$ cat config.mk
export PLATFORM = sky130hd
export DESIGN_NAME = checkersLinkTop
export DESIGN_NICKNAME = d
export VERILOG_FILES = /design/src/verilog/checkersPkg.sv /design/src/verilog/boardRegs.sv /design/src/verilog/serialLink.sv /design/src/verilog/rasterTiming.sv /design/src/verilog/boardPainter.sv /design/src/verilog/checkersLinkTop.sv
export SDC_FILE = /design/constraint.sdc
export NUM_CORES = 2
export LEC_CHECK = 0
export BUFFER_PORTS_ARGS = -buffer_cell sky130_fd_sc_hd__buf_2
export CAP_MARGIN = 25
export CORE_MARGIN = 8
export CORE_UTILIZATION = 45
export CTS_BUF_LIST = sky130_fd_sc_hd__clkbuf_8
export DETAILED_ROUTE_END_ITERATION = 8
export GPL_ROUTABILITY_DRIVEN = 0
export HOLD_SLACK_MARGIN = 0.12
export PLACE_DENSITY = 0.62
export SETUP_SLACK_MARGIN = 0.5
export SYNTH_ARGS = -nofsm -noshare
export SYNTH_HDL_FRONTEND = slang
export SYNTH_SLANG_ARGS = --single-unit
$ cat constraint.sdc
create_clock -name SW -period 28.4 [get_ports SW]
set_input_delay 7.1 -clock SW [delete_from_list [all_inputs] [get_ports SW]]
set_output_delay 7.1 -clock SW [all_outputs]
set_load 0.01 [all_outputs]
$ cat src/verilog/checkersPkg.sv
`default_nettype none

package checkersPkg;

	// board geometry
	localparam int boardBits  = 256;
	localparam int rowBits    = 32; // one row word, also the AXI data width
	localparam int numRows    = 8;
	localparam int squareBits = 4;
	localparam int coordBits  = 11; // raster counters, wide enough for 800 columns

	// board layout
	// row r sits in bits 32r+31:32r
	// column c of a row sits in bits 4c+3:4c of that row word
	localparam logic [squareBits-1:0] pieceEmpty     = 4'd0;
	localparam logic [squareBits-1:0] pieceRedMan    = 4'd1;
	localparam logic [squareBits-1:0] pieceBlackMan  = 4'd2;
	localparam logic [squareBits-1:0] pieceRedKing   = 4'd3;
	localparam logic [squareBits-1:0] pieceBlackKing = 4'd4; // 5..15 paint as empty

	// register map, byte offsets
	localparam int addrBits = 7;
	localparam logic [addrBits-1:0] sendRowBase  = 7'h00; // 8 words, r/w
	localparam logic [addrBits-1:0] recvRowBase  = 7'h20; // 8 words, read only
	localparam logic [addrBits-1:0] ctrlOffset   = 7'h40; // bit0 start, reads 0
	localparam logic [addrBits-1:0] statusOffset = 7'h44; // busy, newData (w1c), peerReady

	// AXI responses
	localparam logic [1:0] respOkay   = 2'b00;
	localparam logic [1:0] respSlvErr = 2'b10;

	// 24-bit RGB, red in the top byte
	localparam logic [23:0] lightSquareRgb = 24'hE8D0A8;
	localparam logic [23:0] darkSquareRgb  = 24'h6B3E1E;
	localparam logic [23:0] redManRgb      = 24'hD01010;
	localparam logic [23:0] blackManRgb    = 24'h202020;
	localparam logic [23:0] redKingRgb     = 24'hFF7070;
	localparam logic [23:0] blackKingRgb   = 24'h606080;

endpackage

`default_nettype wire

$ cat src/verilog/boardRegs.sv
`timescale 1ns/1ps
`default_nettype none

module boardRegs (
	input  logic SW,
	input  logic rstN,
	// AXI4-Lite write side
	input  logic [checkersPkg::addrBits-1:0] awAddr,
	input  logic awValid,
	output logic awReady,
	input  logic [checkersPkg::rowBits-1:0] wData,
	input  logic [checkersPkg::rowBits/8-1:0] wStrb,
	input  logic wValid,
	output logic wReady,
	output logic [1:0] bResp,
	output logic bValid,
	input  logic bReady,
	// AXI4-Lite read side
	input  logic [checkersPkg::addrBits-1:0] arAddr,
	input  logic arValid,
	output logic arReady,
	output logic [checkersPkg::rowBits-1:0] rData,
	output logic [1:0] rResp,
	output logic rValid,
	input  logic rReady,
	// serial link side
	output logic [checkersPkg::boardBits-1:0] sendBoard,
	output logic startPulse,
	input  logic [checkersPkg::boardBits-1:0] recvBoard,
	input  logic busy,
	input  logic frameDone,
	input  logic peerReady,
	input  logic rxIdle,
	output logic readyForReceive
);
	import checkersPkg::*;

	localparam int rowIdxBits = $clog2(numRows);
	localparam int regionLsb = rowIdxBits + 2; // row words fill a 32-byte region

	logic [rowBits-1:0] sendRows [numRows];
	logic newData; // frame landed, not yet acknowledged
	logic wrEn, rdEn;
	logic wrSend, wrCtrl, wrStatus;
	logic rdSend, rdRecv, rdCtrl, rdStatus;
	logic [rowIdxBits-1:0] wrRow, rdRow;
	logic [rowBits-1:0] statusWord;
	logic [rowBits-1:0] rdDataNext;
	logic [1:0] rdRespNext;

	// both channels must be present, one write in flight
	assign wrEn = awValid & wValid & ~bValid;
	assign awReady = wrEn;
	assign wReady = wrEn;
	assign arReady = ~rValid; // single outstanding read
	assign rdEn = arValid & arReady;

	// write decode
	assign wrRow = awAddr[regionLsb-1:2];
	assign wrSend = awAddr[addrBits-1:regionLsb] == sendRowBase[addrBits-1:regionLsb];
	assign wrCtrl = awAddr[addrBits-1:2] == ctrlOffset[addrBits-1:2];
	assign wrStatus = awAddr[addrBits-1:2] == statusOffset[addrBits-1:2];

	// read decode
	assign rdRow = arAddr[regionLsb-1:2];
	assign rdSend = arAddr[addrBits-1:regionLsb] == sendRowBase[addrBits-1:regionLsb];
	assign rdRecv = arAddr[addrBits-1:regionLsb] == recvRowBase[addrBits-1:regionLsb];
	assign rdCtrl = arAddr[addrBits-1:2] == ctrlOffset[addrBits-1:2];
	assign rdStatus = arAddr[addrBits-1:2] == statusOffset[addrBits-1:2];

	assign statusWord = {{(rowBits-3){1'b0}}, peerReady, newData, busy};

	// hold the line low while a frame is in, or still unread
	// frameDone covers the cycle before newData shows up
	assign readyForReceive = rxIdle & ~newData & ~frameDone;

	always_comb begin
		for (int r = 0; r < numRows; r++) begin
			sendBoard[r*rowBits +: rowBits] = sendRows[r];
		end
	end

	always_ff @(posedge SW or negedge rstN) begin
		if (!rstN) begin
			bValid <= 1'b0;
			bResp <= respOkay;
			startPulse <= 1'b0;
			newData <= 1'b0;
			for (int r = 0; r < numRows; r++) begin
				sendRows[r] <= '0;
			end
		end else begin
			startPulse <= 1'b0; // one cycle only
			if (bValid && bReady)
				bValid <= 1'b0;
			if (wrEn) begin
				bValid <= 1'b1;
				bResp <= respOkay;
				if (wrSend) begin
					for (int b = 0; b < rowBits/8; b++) begin
						if (wStrb[b])
							sendRows[wrRow][8*b +: 8] <= wData[8*b +: 8];
					end
				end else if (wrCtrl) begin
					startPulse <= wData[0] & wStrb[0];
				end else if (wrStatus) begin
					if (wData[1] && wStrb[0])
						newData <= 1'b0; // w1c
				end else begin
					bResp <= respSlvErr; // recv rows and holes
				end
			end
			if (frameDone)
				newData <= 1'b1; // a fresh frame beats a clear
		end
	end

	// read mux
	always_comb begin
		rdDataNext = '0;
		rdRespNext = respOkay;
		if (rdSend)
			rdDataNext = sendRows[rdRow];
		else if (rdRecv)
			rdDataNext = recvBoard[rdRow*rowBits +: rowBits];
		else if (rdStatus)
			rdDataNext = statusWord;
		else if (!rdCtrl)
			rdRespNext = respSlvErr; // ctrl reads as zero
	end

	always_ff @(posedge SW or negedge rstN) begin
		if (!rstN)
			rValid <= 1'b0;
		else if (rdEn)
			rValid <= 1'b1;
		else if (rReady)
			rValid <= 1'b0;
	end

	always_ff @(posedge SW) begin
		if (rdEn) begin
			rData <= rdDataNext;
			rResp <= rdRespNext;
		end
	end

	bHeld: assert property (@(posedge SW) disable iff (!rstN)
		bValid && !bReady |=> bValid && $stable(bResp))
		else $error("bValid dropped before bReady");

	rHeld: assert property (@(posedge SW) disable iff (!rstN)
		rValid && !rReady |=> rValid && $stable(rData) && $stable(rResp))
		else $error("read data moved while rValid waited");

endmodule

`default_nettype wire

$ cat src/verilog/serialLink.sv
`timescale 1ns/1ps
`default_nettype none

module serialLink #(
	parameter int halfBitCycles = 50
) (
	input  logic SW,
	input  logic rstN,
	input  logic [checkersPkg::boardBits-1:0] sendBoard,
	input  logic startPulse,
	input  logic readyForSend, // peer's ready line
	input  logic clkIn,
	input  logic dataIn,
	output logic clkOut,
	output logic dataOut,
	output logic [checkersPkg::boardBits-1:0] recvBoard,
	output logic busy,
	output logic frameDone,
	output logic peerReady,
	output logic rxIdle
);
	import checkersPkg::*;

	localparam int bitCntBits = $clog2(boardBits);
	localparam int halfCntBits = $clog2(halfBitCycles + 1);

	typedef enum logic [1:0] {
		txIdle,
		txWaitPeer, // board latched, peer not ready yet
		txShift
	} txState_t;

	txState_t txState;
	logic [boardBits-1:0] txShiftReg;
	logic [halfCntBits-1:0] halfCnt;
	logic [bitCntBits-1:0] txBitCnt;
	logic halfDone;

	logic [1:0] clkSync, dataSync, readySync;
	logic clkPrev;
	logic clkRise;
	logic [boardBits-1:0] rxShiftReg;
	logic [bitCntBits-1:0] rxBitCnt;

	assign busy = txState != txIdle;
	assign halfDone = halfCnt == halfBitCycles - 1;

	// transmitter
	always_ff @(posedge SW or negedge rstN) begin
		if (!rstN) begin
			txState <= txIdle;
			clkOut <= 1'b0;
			dataOut <= 1'b0;
			halfCnt <= '0;
			txBitCnt <= '0;
		end else begin
			case (txState)
				txIdle: if (startPulse) txState <= txWaitPeer; // start while busy falls here only in idle
				txWaitPeer: begin
					if (peerReady) begin // only checked between frames
						txState <= txShift;
						dataOut <= txShiftReg[boardBits-1]; // row 7 msb first
						clkOut <= 1'b0;
						halfCnt <= '0;
						txBitCnt <= '0;
					end
				end
				txShift: begin
					if (halfDone) begin
						halfCnt <= '0;
						if (!clkOut) begin
							clkOut <= 1'b1; // receiver samples here
						end else begin
							clkOut <= 1'b0; // data moves on the fall
							if (txBitCnt == bitCntBits'(boardBits - 1)) begin
								txState <= txIdle;
								dataOut <= 1'b0;
							end else begin
								txBitCnt <= txBitCnt + 1'b1;
								dataOut <= txShiftReg[boardBits-2];
							end
						end
					end else begin
						halfCnt <= halfCnt + 1'b1;
					end
				end
				default: txState <= txIdle;
			endcase
		end
	end

	// shift register, no reset needed
	always_ff @(posedge SW) begin
		if (txState == txIdle && startPulse)
			txShiftReg <= sendBoard;
		else if (txState == txShift && halfDone && clkOut)
			txShiftReg <= txShiftReg << 1;
	end

	// receiver, all three lines come from the other board
	always_ff @(posedge SW or negedge rstN) begin
		if (!rstN) begin
			clkSync <= '0;
			dataSync <= '0;
			readySync <= '0;
			clkPrev <= 1'b0;
		end else begin
			clkSync <= {clkSync[0], clkIn};
			dataSync <= {dataSync[0], dataIn}; // same depth keeps data aligned to clk
			readySync <= {readySync[0], readyForSend};
			clkPrev <= clkSync[1];
		end
	end

	assign clkRise = clkSync[1] & ~clkPrev;
	assign peerReady = readySync[1];
	assign rxIdle = rxBitCnt == '0;

	always_ff @(posedge SW or negedge rstN) begin
		if (!rstN) begin
			rxBitCnt <= '0;
			recvBoard <= '0;
			frameDone <= 1'b0;
		end else begin
			frameDone <= 1'b0;
			if (clkRise) begin
				if (rxBitCnt == bitCntBits'(boardBits - 1)) begin
					rxBitCnt <= '0;
					recvBoard <= {rxShiftReg[boardBits-2:0], dataSync[1]};
					frameDone <= 1'b1;
				end else begin
					rxBitCnt <= rxBitCnt + 1'b1;
				end
			end
		end
	end

	always_ff @(posedge SW) begin
		if (clkRise)
			rxShiftReg <= {rxShiftReg[boardBits-2:0], dataSync[1]};
	end

	// a start while busy must leave the latched board alone
	noRestart: assert property (@(posedge SW) disable iff (!rstN)
		startPulse && busy && !(txState == txShift && halfDone && clkOut)
		|=> $stable(txShiftReg))
		else $error("start acted on while busy");

	// no clock edges or data while nothing is going out
	idleQuiet: assert property (@(posedge SW) disable iff (!rstN)
		!busy |-> !clkOut && !dataOut)
		else $error("clkOut or dataOut high while the link is idle");

endmodule

`default_nettype wire

$ cat src/verilog/rasterTiming.sv
`timescale 1ns/1ps
`default_nettype none

module rasterTiming #(
	parameter int hActive = 640,
	parameter int hFront  = 16,
	parameter int hSync   = 96,
	parameter int hBack   = 48,
	parameter int vActive = 480,
	parameter int vFront  = 10,
	parameter int vSync   = 2,
	parameter int vBack   = 33
) (
	input  logic SW,
	input  logic rstN,
	output logic [checkersPkg::coordBits-1:0] pixelX,
	output logic [checkersPkg::coordBits-1:0] pixelY,
	output logic pixelActive,
	output logic hSyncN,
	output logic vSyncN,
	output logic blankN
);
	import checkersPkg::*;

	localparam int hTotal = hActive + hFront + hSync + hBack;
	localparam int vTotal = vActive + vFront + vSync + vBack;

	logic [coordBits-1:0] hCnt, vCnt;
	logic hSyncRaw, vSyncRaw;

	// free running counters
	always_ff @(posedge SW or negedge rstN) begin
		if (!rstN) begin
			hCnt <= '0;
			vCnt <= '0;
		end else if (hCnt == coordBits'(hTotal - 1)) begin
			hCnt <= '0;
			if (vCnt == coordBits'(vTotal - 1))
				vCnt <= '0; // next frame
			else
				vCnt <= vCnt + 1'b1;
		end else begin
			hCnt <= hCnt + 1'b1;
		end
	end

	// coordinates go out a cycle ahead of the syncs
	assign pixelX = hCnt;
	assign pixelY = vCnt;
	assign pixelActive = (hCnt < hActive) && (vCnt < vActive);

	assign hSyncRaw = !((hCnt >= hActive + hFront) && (hCnt < hActive + hFront + hSync));
	assign vSyncRaw = !((vCnt >= vActive + vFront) && (vCnt < vActive + vFront + vSync));

	// one stage to line up with the painter's color register
	always_ff @(posedge SW or negedge rstN) begin
		if (!rstN) begin
			hSyncN <= 1'b1;
			vSyncN <= 1'b1;
			blankN <= 1'b0;
		end else begin
			hSyncN <= hSyncRaw;
			vSyncN <= vSyncRaw;
			blankN <= pixelActive;
		end
	end

endmodule

`default_nettype wire

$ cat src/verilog/boardPainter.sv
`timescale 1ns/1ps
`default_nettype none

module boardPainter #(
	parameter int squarePixels = 60
) (
	input  logic SW,
	input  logic rstN,
	input  logic [checkersPkg::coordBits-1:0] pixelX,
	input  logic [checkersPkg::coordBits-1:0] pixelY,
	input  logic pixelActive,
	input  logic [checkersPkg::boardBits-1:0] recvBoard,
	output logic [7:0] vgaR,
	output logic [7:0] vgaG,
	output logic [7:0] vgaB
);
	import checkersPkg::*;

	localparam int sideBits = $clog2(numRows);

	logic [coordBits-1:0] colIdx, colSub, rowIdx, rowSub; // state of the last pixel
	logic [coordBits-1:0] colNow, colSubNow, rowNow, rowSubNow;
	logic [2*sideBits-1:0] sqIdx;
	logic [squareBits-1:0] code;
	logic onBoard, lightSq;
	logic [23:0] colorNow;

	// step the square counters instead of dividing
	always_comb begin
		colNow = colIdx;
		colSubNow = colSub + 1'b1;
		rowNow = rowIdx;
		rowSubNow = rowSub;
		if (pixelX == '0) begin // new line
			colNow = '0;
			colSubNow = '0;
			if (pixelY == '0) begin
				rowNow = '0;
				rowSubNow = '0;
			end else if (rowSub == coordBits'(squarePixels - 1)) begin
				rowNow = rowIdx + 1'b1;
				rowSubNow = '0;
			end else begin
				rowSubNow = rowSub + 1'b1;
			end
		end else if (colSub == coordBits'(squarePixels - 1)) begin
			colNow = colIdx + 1'b1;
			colSubNow = '0;
		end
	end

	always_ff @(posedge SW or negedge rstN) begin
		if (!rstN) begin
			colIdx <= '0;
			colSub <= '0;
			rowIdx <= '0;
			rowSub <= '0;
		end else begin
			colIdx <= colNow;
			colSub <= colSubNow;
			rowIdx <= rowNow;
			rowSub <= rowSubNow;
		end
	end

	assign onBoard = pixelActive && (colNow < numRows) && (rowNow < numRows);
	assign sqIdx = {rowNow[sideBits-1:0], colNow[sideBits-1:0]}; // row*8 + col
	assign code = recvBoard[sqIdx*squareBits +: squareBits];
	assign lightSq = ~(rowNow[0] ^ colNow[0]); // even sum is light

	always_comb begin
		case (code)
			pieceRedMan:    colorNow = redManRgb;
			pieceBlackMan:  colorNow = blackManRgb;
			pieceRedKing:   colorNow = redKingRgb;
			pieceBlackKing: colorNow = blackKingRgb;
			default:        colorNow = lightSq ? lightSquareRgb : darkSquareRgb; // empty or junk code
		endcase
	end

	always_ff @(posedge SW) begin
		{vgaR, vgaG, vgaB} <= onBoard ? colorNow : 24'h000000; // black off board
	end

endmodule

`default_nettype wire

$ cat src/verilog/checkersLinkTop.sv
`timescale 1ns/1ps
`default_nettype none

module checkersLinkTop #(
	parameter int halfBitCycles = 50,
	parameter int squarePixels  = 60,
	parameter int hActive = 640,
	parameter int hFront  = 16,
	parameter int hSync   = 96,
	parameter int hBack   = 48,
	parameter int vActive = 480,
	parameter int vFront  = 10,
	parameter int vSync   = 2,
	parameter int vBack   = 33
) (
	input  logic SW,
	input  logic rstN,
	input  logic [checkersPkg::addrBits-1:0] awAddr,
	input  logic awValid,
	output logic awReady,
	input  logic [checkersPkg::rowBits-1:0] wData,
	input  logic [checkersPkg::rowBits/8-1:0] wStrb,
	input  logic wValid,
	output logic wReady,
	output logic [1:0] bResp,
	output logic bValid,
	input  logic bReady,
	input  logic [checkersPkg::addrBits-1:0] arAddr,
	input  logic arValid,
	output logic arReady,
	output logic [checkersPkg::rowBits-1:0] rData,
	output logic [1:0] rResp,
	output logic rValid,
	input  logic rReady,
	input  logic clkIn,        // from peer sender
	input  logic dataIn,
	input  logic readyForSend, // peer receiver ready
	output logic clkOut,
	output logic dataOut,
	output logic readyForReceive,
	output logic [7:0] vgaR,
	output logic [7:0] vgaG,
	output logic [7:0] vgaB,
	output logic hSyncN,
	output logic vSyncN,
	output logic blankN
);
	import checkersPkg::*;

	logic [boardBits-1:0] sendBoard, recvBoard;
	logic startPulse, busy, frameDone, peerReady, rxIdle;
	logic [coordBits-1:0] pixelX, pixelY;
	logic pixelActive;

	boardRegs boardRegs_inst (
		.SW(SW), .rstN(rstN),
		.awAddr(awAddr), .awValid(awValid), .awReady(awReady),
		.wData(wData), .wStrb(wStrb), .wValid(wValid), .wReady(wReady),
		.bResp(bResp), .bValid(bValid), .bReady(bReady),
		.arAddr(arAddr), .arValid(arValid), .arReady(arReady),
		.rData(rData), .rResp(rResp), .rValid(rValid), .rReady(rReady),
		.sendBoard(sendBoard), .startPulse(startPulse), .recvBoard(recvBoard),
		.busy(busy), .frameDone(frameDone), .peerReady(peerReady),
		.rxIdle(rxIdle), .readyForReceive(readyForReceive)
	);

	serialLink #(.halfBitCycles(halfBitCycles)) serialLink_inst (
		.SW(SW), .rstN(rstN),
		.sendBoard(sendBoard), .startPulse(startPulse), .readyForSend(readyForSend),
		.clkIn(clkIn), .dataIn(dataIn), .clkOut(clkOut), .dataOut(dataOut),
		.recvBoard(recvBoard), .busy(busy), .frameDone(frameDone),
		.peerReady(peerReady), .rxIdle(rxIdle)
	);

	rasterTiming #(
		.hActive(hActive), .hFront(hFront), .hSync(hSync), .hBack(hBack),
		.vActive(vActive), .vFront(vFront), .vSync(vSync), .vBack(vBack)
	) rasterTiming_inst (
		.SW(SW), .rstN(rstN),
		.pixelX(pixelX), .pixelY(pixelY), .pixelActive(pixelActive),
		.hSyncN(hSyncN), .vSyncN(vSyncN), .blankN(blankN)
	);

	// paints the board that came in, not the one we send
	boardPainter #(.squarePixels(squarePixels)) boardPainter_inst (
		.SW(SW), .rstN(rstN),
		.pixelX(pixelX), .pixelY(pixelY), .pixelActive(pixelActive),
		.recvBoard(recvBoard),
		.vgaR(vgaR), .vgaG(vgaG), .vgaB(vgaB)
	);

endmodule

`default_nettype wire

==> results.cfg <==
[route]
routed_via_density = 5.80
firstDrtPassIters = 5
vias = 29275
drt_wl_total_mm = 127
drt_iter0_drc = 2542
wl_per_cell_um = 25.2
drtAntennaViolNets = 0
drcViolationCount = 0

[timing]
setup_tns_ps = 0
finClkSkew_ps = 48.1
min_period_ps = 14730
post-route-worst-setup-slack_ps = 13670
clock.fmax_mhz = 67.9
slew_viol_final = 0
finalHoldViolCount = 0
period_share_pct = 51.9
worst_pin_slew_ps = 1190
rsz0062_at_grt = no
setup_violations = 0
slew_headroom_pct = 20.8

[power]
p_per_area_nw_per_um2 = 61.7
vdd_drop_max_mv = 0.0419
power.leakage_uw = 0.0230

[yosys]
synth_edf_count = 544
async_flop_share_pct = 52.5
synthAdderAreaFrac_pct = 0.419
yosys-mux-area-fraction_pct = 24.8
synth_top_family_by_area = multiplexers
syn_avg_cell_area_um2 = 16.0
synth_ff_type = dfrtp_1
yosysTopAreaCellShare_pct = 32.2
synthTopCellsByArea = edfxtp_1 32%, dfrtp_1 30%, mux2_2 17%, mux4_2 7.0%, nand2_1 1.3%
synthXorXnorAreaFrac_pct = 0.914
synth_compound_area_share_pct = 3.73
synth_area_leader_cell = edfxtp_1
yosys_warnings = 0
synth_seq_area_share_pct = 63.4
yosys.area_share.simple_pct = 4.99
ys_ff_latch = 1180
synthCells = 3182
syn_area_um2 = 50800
synth_cell_types = 90

[grt]
grt_pass1_vias = 30922
grt_overflow_total = 0
antenna_found_initial = 12
grt_pass1_wl_mm = 194
grt_max_degree = 183
gr-usage-all-layers_pct = 20.1

[place]
io_buffer_count = 122
dp_hpwl_mm = 84.4
dp_slack_ps = 13650

[setup_path]
cp_data_arrival_time_ps = 7630
critPathSlowestCell = nand3_1
reg2reg_to = boardPainter_inst.vgaR[7]
r2r_cells = 13
path_common_cell = buf_2
cp-end-kind = output port
startpoint_type = primary input
crit_fanout = 6
crit_chain = buf_2 -> nand3_1 -> inv_1 -> buf_2
critPathRequiredTime_ps = 21300
reg2reg_slack_ps = 22830
reg2reg_from = boardPainter_inst.colSub[0]
cpPeakStageDelay_ps = 190
critPathKind = in2out

[die]
die_area_um2 = 124000
die_w_um = 352
start_util_pct = 45.3
coreArea_um2 = 112000
rows = 123
die-height_um = 352
io_pins = 131

[final_layout]
fill_cells = 9175
multiInputGateArea_um2 = 17800
syn_to_final_growth_pct = 12.1
layout_commonest_cell = mux2_2
drive_above_1_share_pct = 39.7
layout.nets = 3450
seqCellArea_um2 = 32200
layout_common_cells = 779 x mux2_2, 618 x dfrtp_1, 544 x edfxtp_1

[status]
status = finished, final reports clean

[clocking]
cts_setup_buffers = 0
ctsResizeCount = 0
clk_pin_slew_worst_paths_ps = 60
cts_buffers = 193
cts_buffer_depth = 3
cts_tree = built
cts.sinks = 1180
root_buffer = clkbuf_8
cts.htree.levels = 4
clkLatencyLatePin_ps = 880
holdBufCountCts = 0

[worst_hold_path]
hold_end = serialLink_inst.dataSync[1]
whs_path_depth = 0
hp-class = reg2reg
min-delay-start = serialLink_inst.dataSync[0]

[job]
maxCapViolCount = 0
==> per-layer routing <==
metal | up-vias | track usage [%] | wire length (um)
li1 | 12632 | - | -
met2 | 1001 | 32.6 | 61900
met3 | 253 | 3.88 | 6810
met4 | 2 | 6.57 | 3600
met1 | 15387 | 27.3 | 54700
met5 | - | 0 | 11
==> state kept, by name (all words and copies together) (netlist names), 11 cells and up <==
register                    flops
boardRegs_inst.sendBoard      256
serialLink_inst.recvBoard     256
serialLink_inst.txShiftReg    256
serialLink_inst.rxShiftReg    255
boardRegs_inst.rData           32
boardPainter_inst.colIdx       11
boardPainter_inst.colSub       11
boardPainter_inst.rowIdx       11
boardPainter_inst.rowSub       11
rasterTiming_inst.pixelX       11
rasterTiming_inst.pixelY       11
==> cell usage after synthesis (all sizes together) (7+ instances only) <==
library cell,count
clkbuf,95
a31oi,8
and2,9
inv,27
mux2i,25
o211ai,9
o221ai,7
a211oi,13
nand2,171
or4,7
or3,16
nand4,23
a221o,18
dfrtp,618
nor4,10
mux2,781
nor3,30
dfxtp,16
nor2b,40
xnor2,23
nand3,43
o31ai,8
ha,17
a21oi,53
buf,72
xor2,30
mux4,158
and3,32
nor2,84
o21ai,58
a221oi,14
edfxtp,544
o22ai,20
nand2b,9
==> where the power goes <==
group / total [uW] / internal (uW) / switching, uW
logic: 168 / 67.9 / 100
clock network: 1490 / 795 / 697
registers: 1850 / 1820 / 29.3
total: 3510 / 2690 / 826
==> metrics by stage <==
step	hold WS [ps]	util [%]	total power, uW	instances	cell area [um2]
global placement	335	47.1	2040	4673	52800
detailed placement	338	47.1	2050	4673	52800
CTS	351	50.6	3550	5038	56800
finish	348	50.7	3510	5048	56900
floorplan	331	-	1980	3185	50800
global route	355	50.7	3650	5045	56900
==> worst max-delay path by stage <==
stage / to / start
detailed placement: awReady / awValid
floorplan: serialLink_inst.txShiftReg[0] / serialLink_inst.halfCnt[1]
finish: awReady / awValid
CTS: awReady / awValid
global placement: awReady / awValid
global route: awReady / awValid
==> cell type report <==
type / count / area share [%]
well taps: 1500 / 3.30
flip-flops and latches: 1180 / 56.5
inverters: 28 / 0.198
multi-input cells: 1810 / 31.2
diodes: 5 / 0.0220
clock inverters: 132 / 1.31
repair buffers: 160 / 1.83
clock buffers: 233 / 5.63
==> worst max-delay path: cells and delay by family <==
kind | cells | cell delay, ps
simple gates | 1 | 190
buf+inv | 3 | 340
==> kinds of logic (layout without fill, tap and decap cells) <==
logic type,Yosys count,count (layout)
mux,964,964
flops,1180,1180
simple gates,500,500
xor+xnor,53,53
buf+inv,195,553
other cells,1,9
compound gates,272,272
fa+ha+maj,17,17
Power figures use the tool's default switching activity.
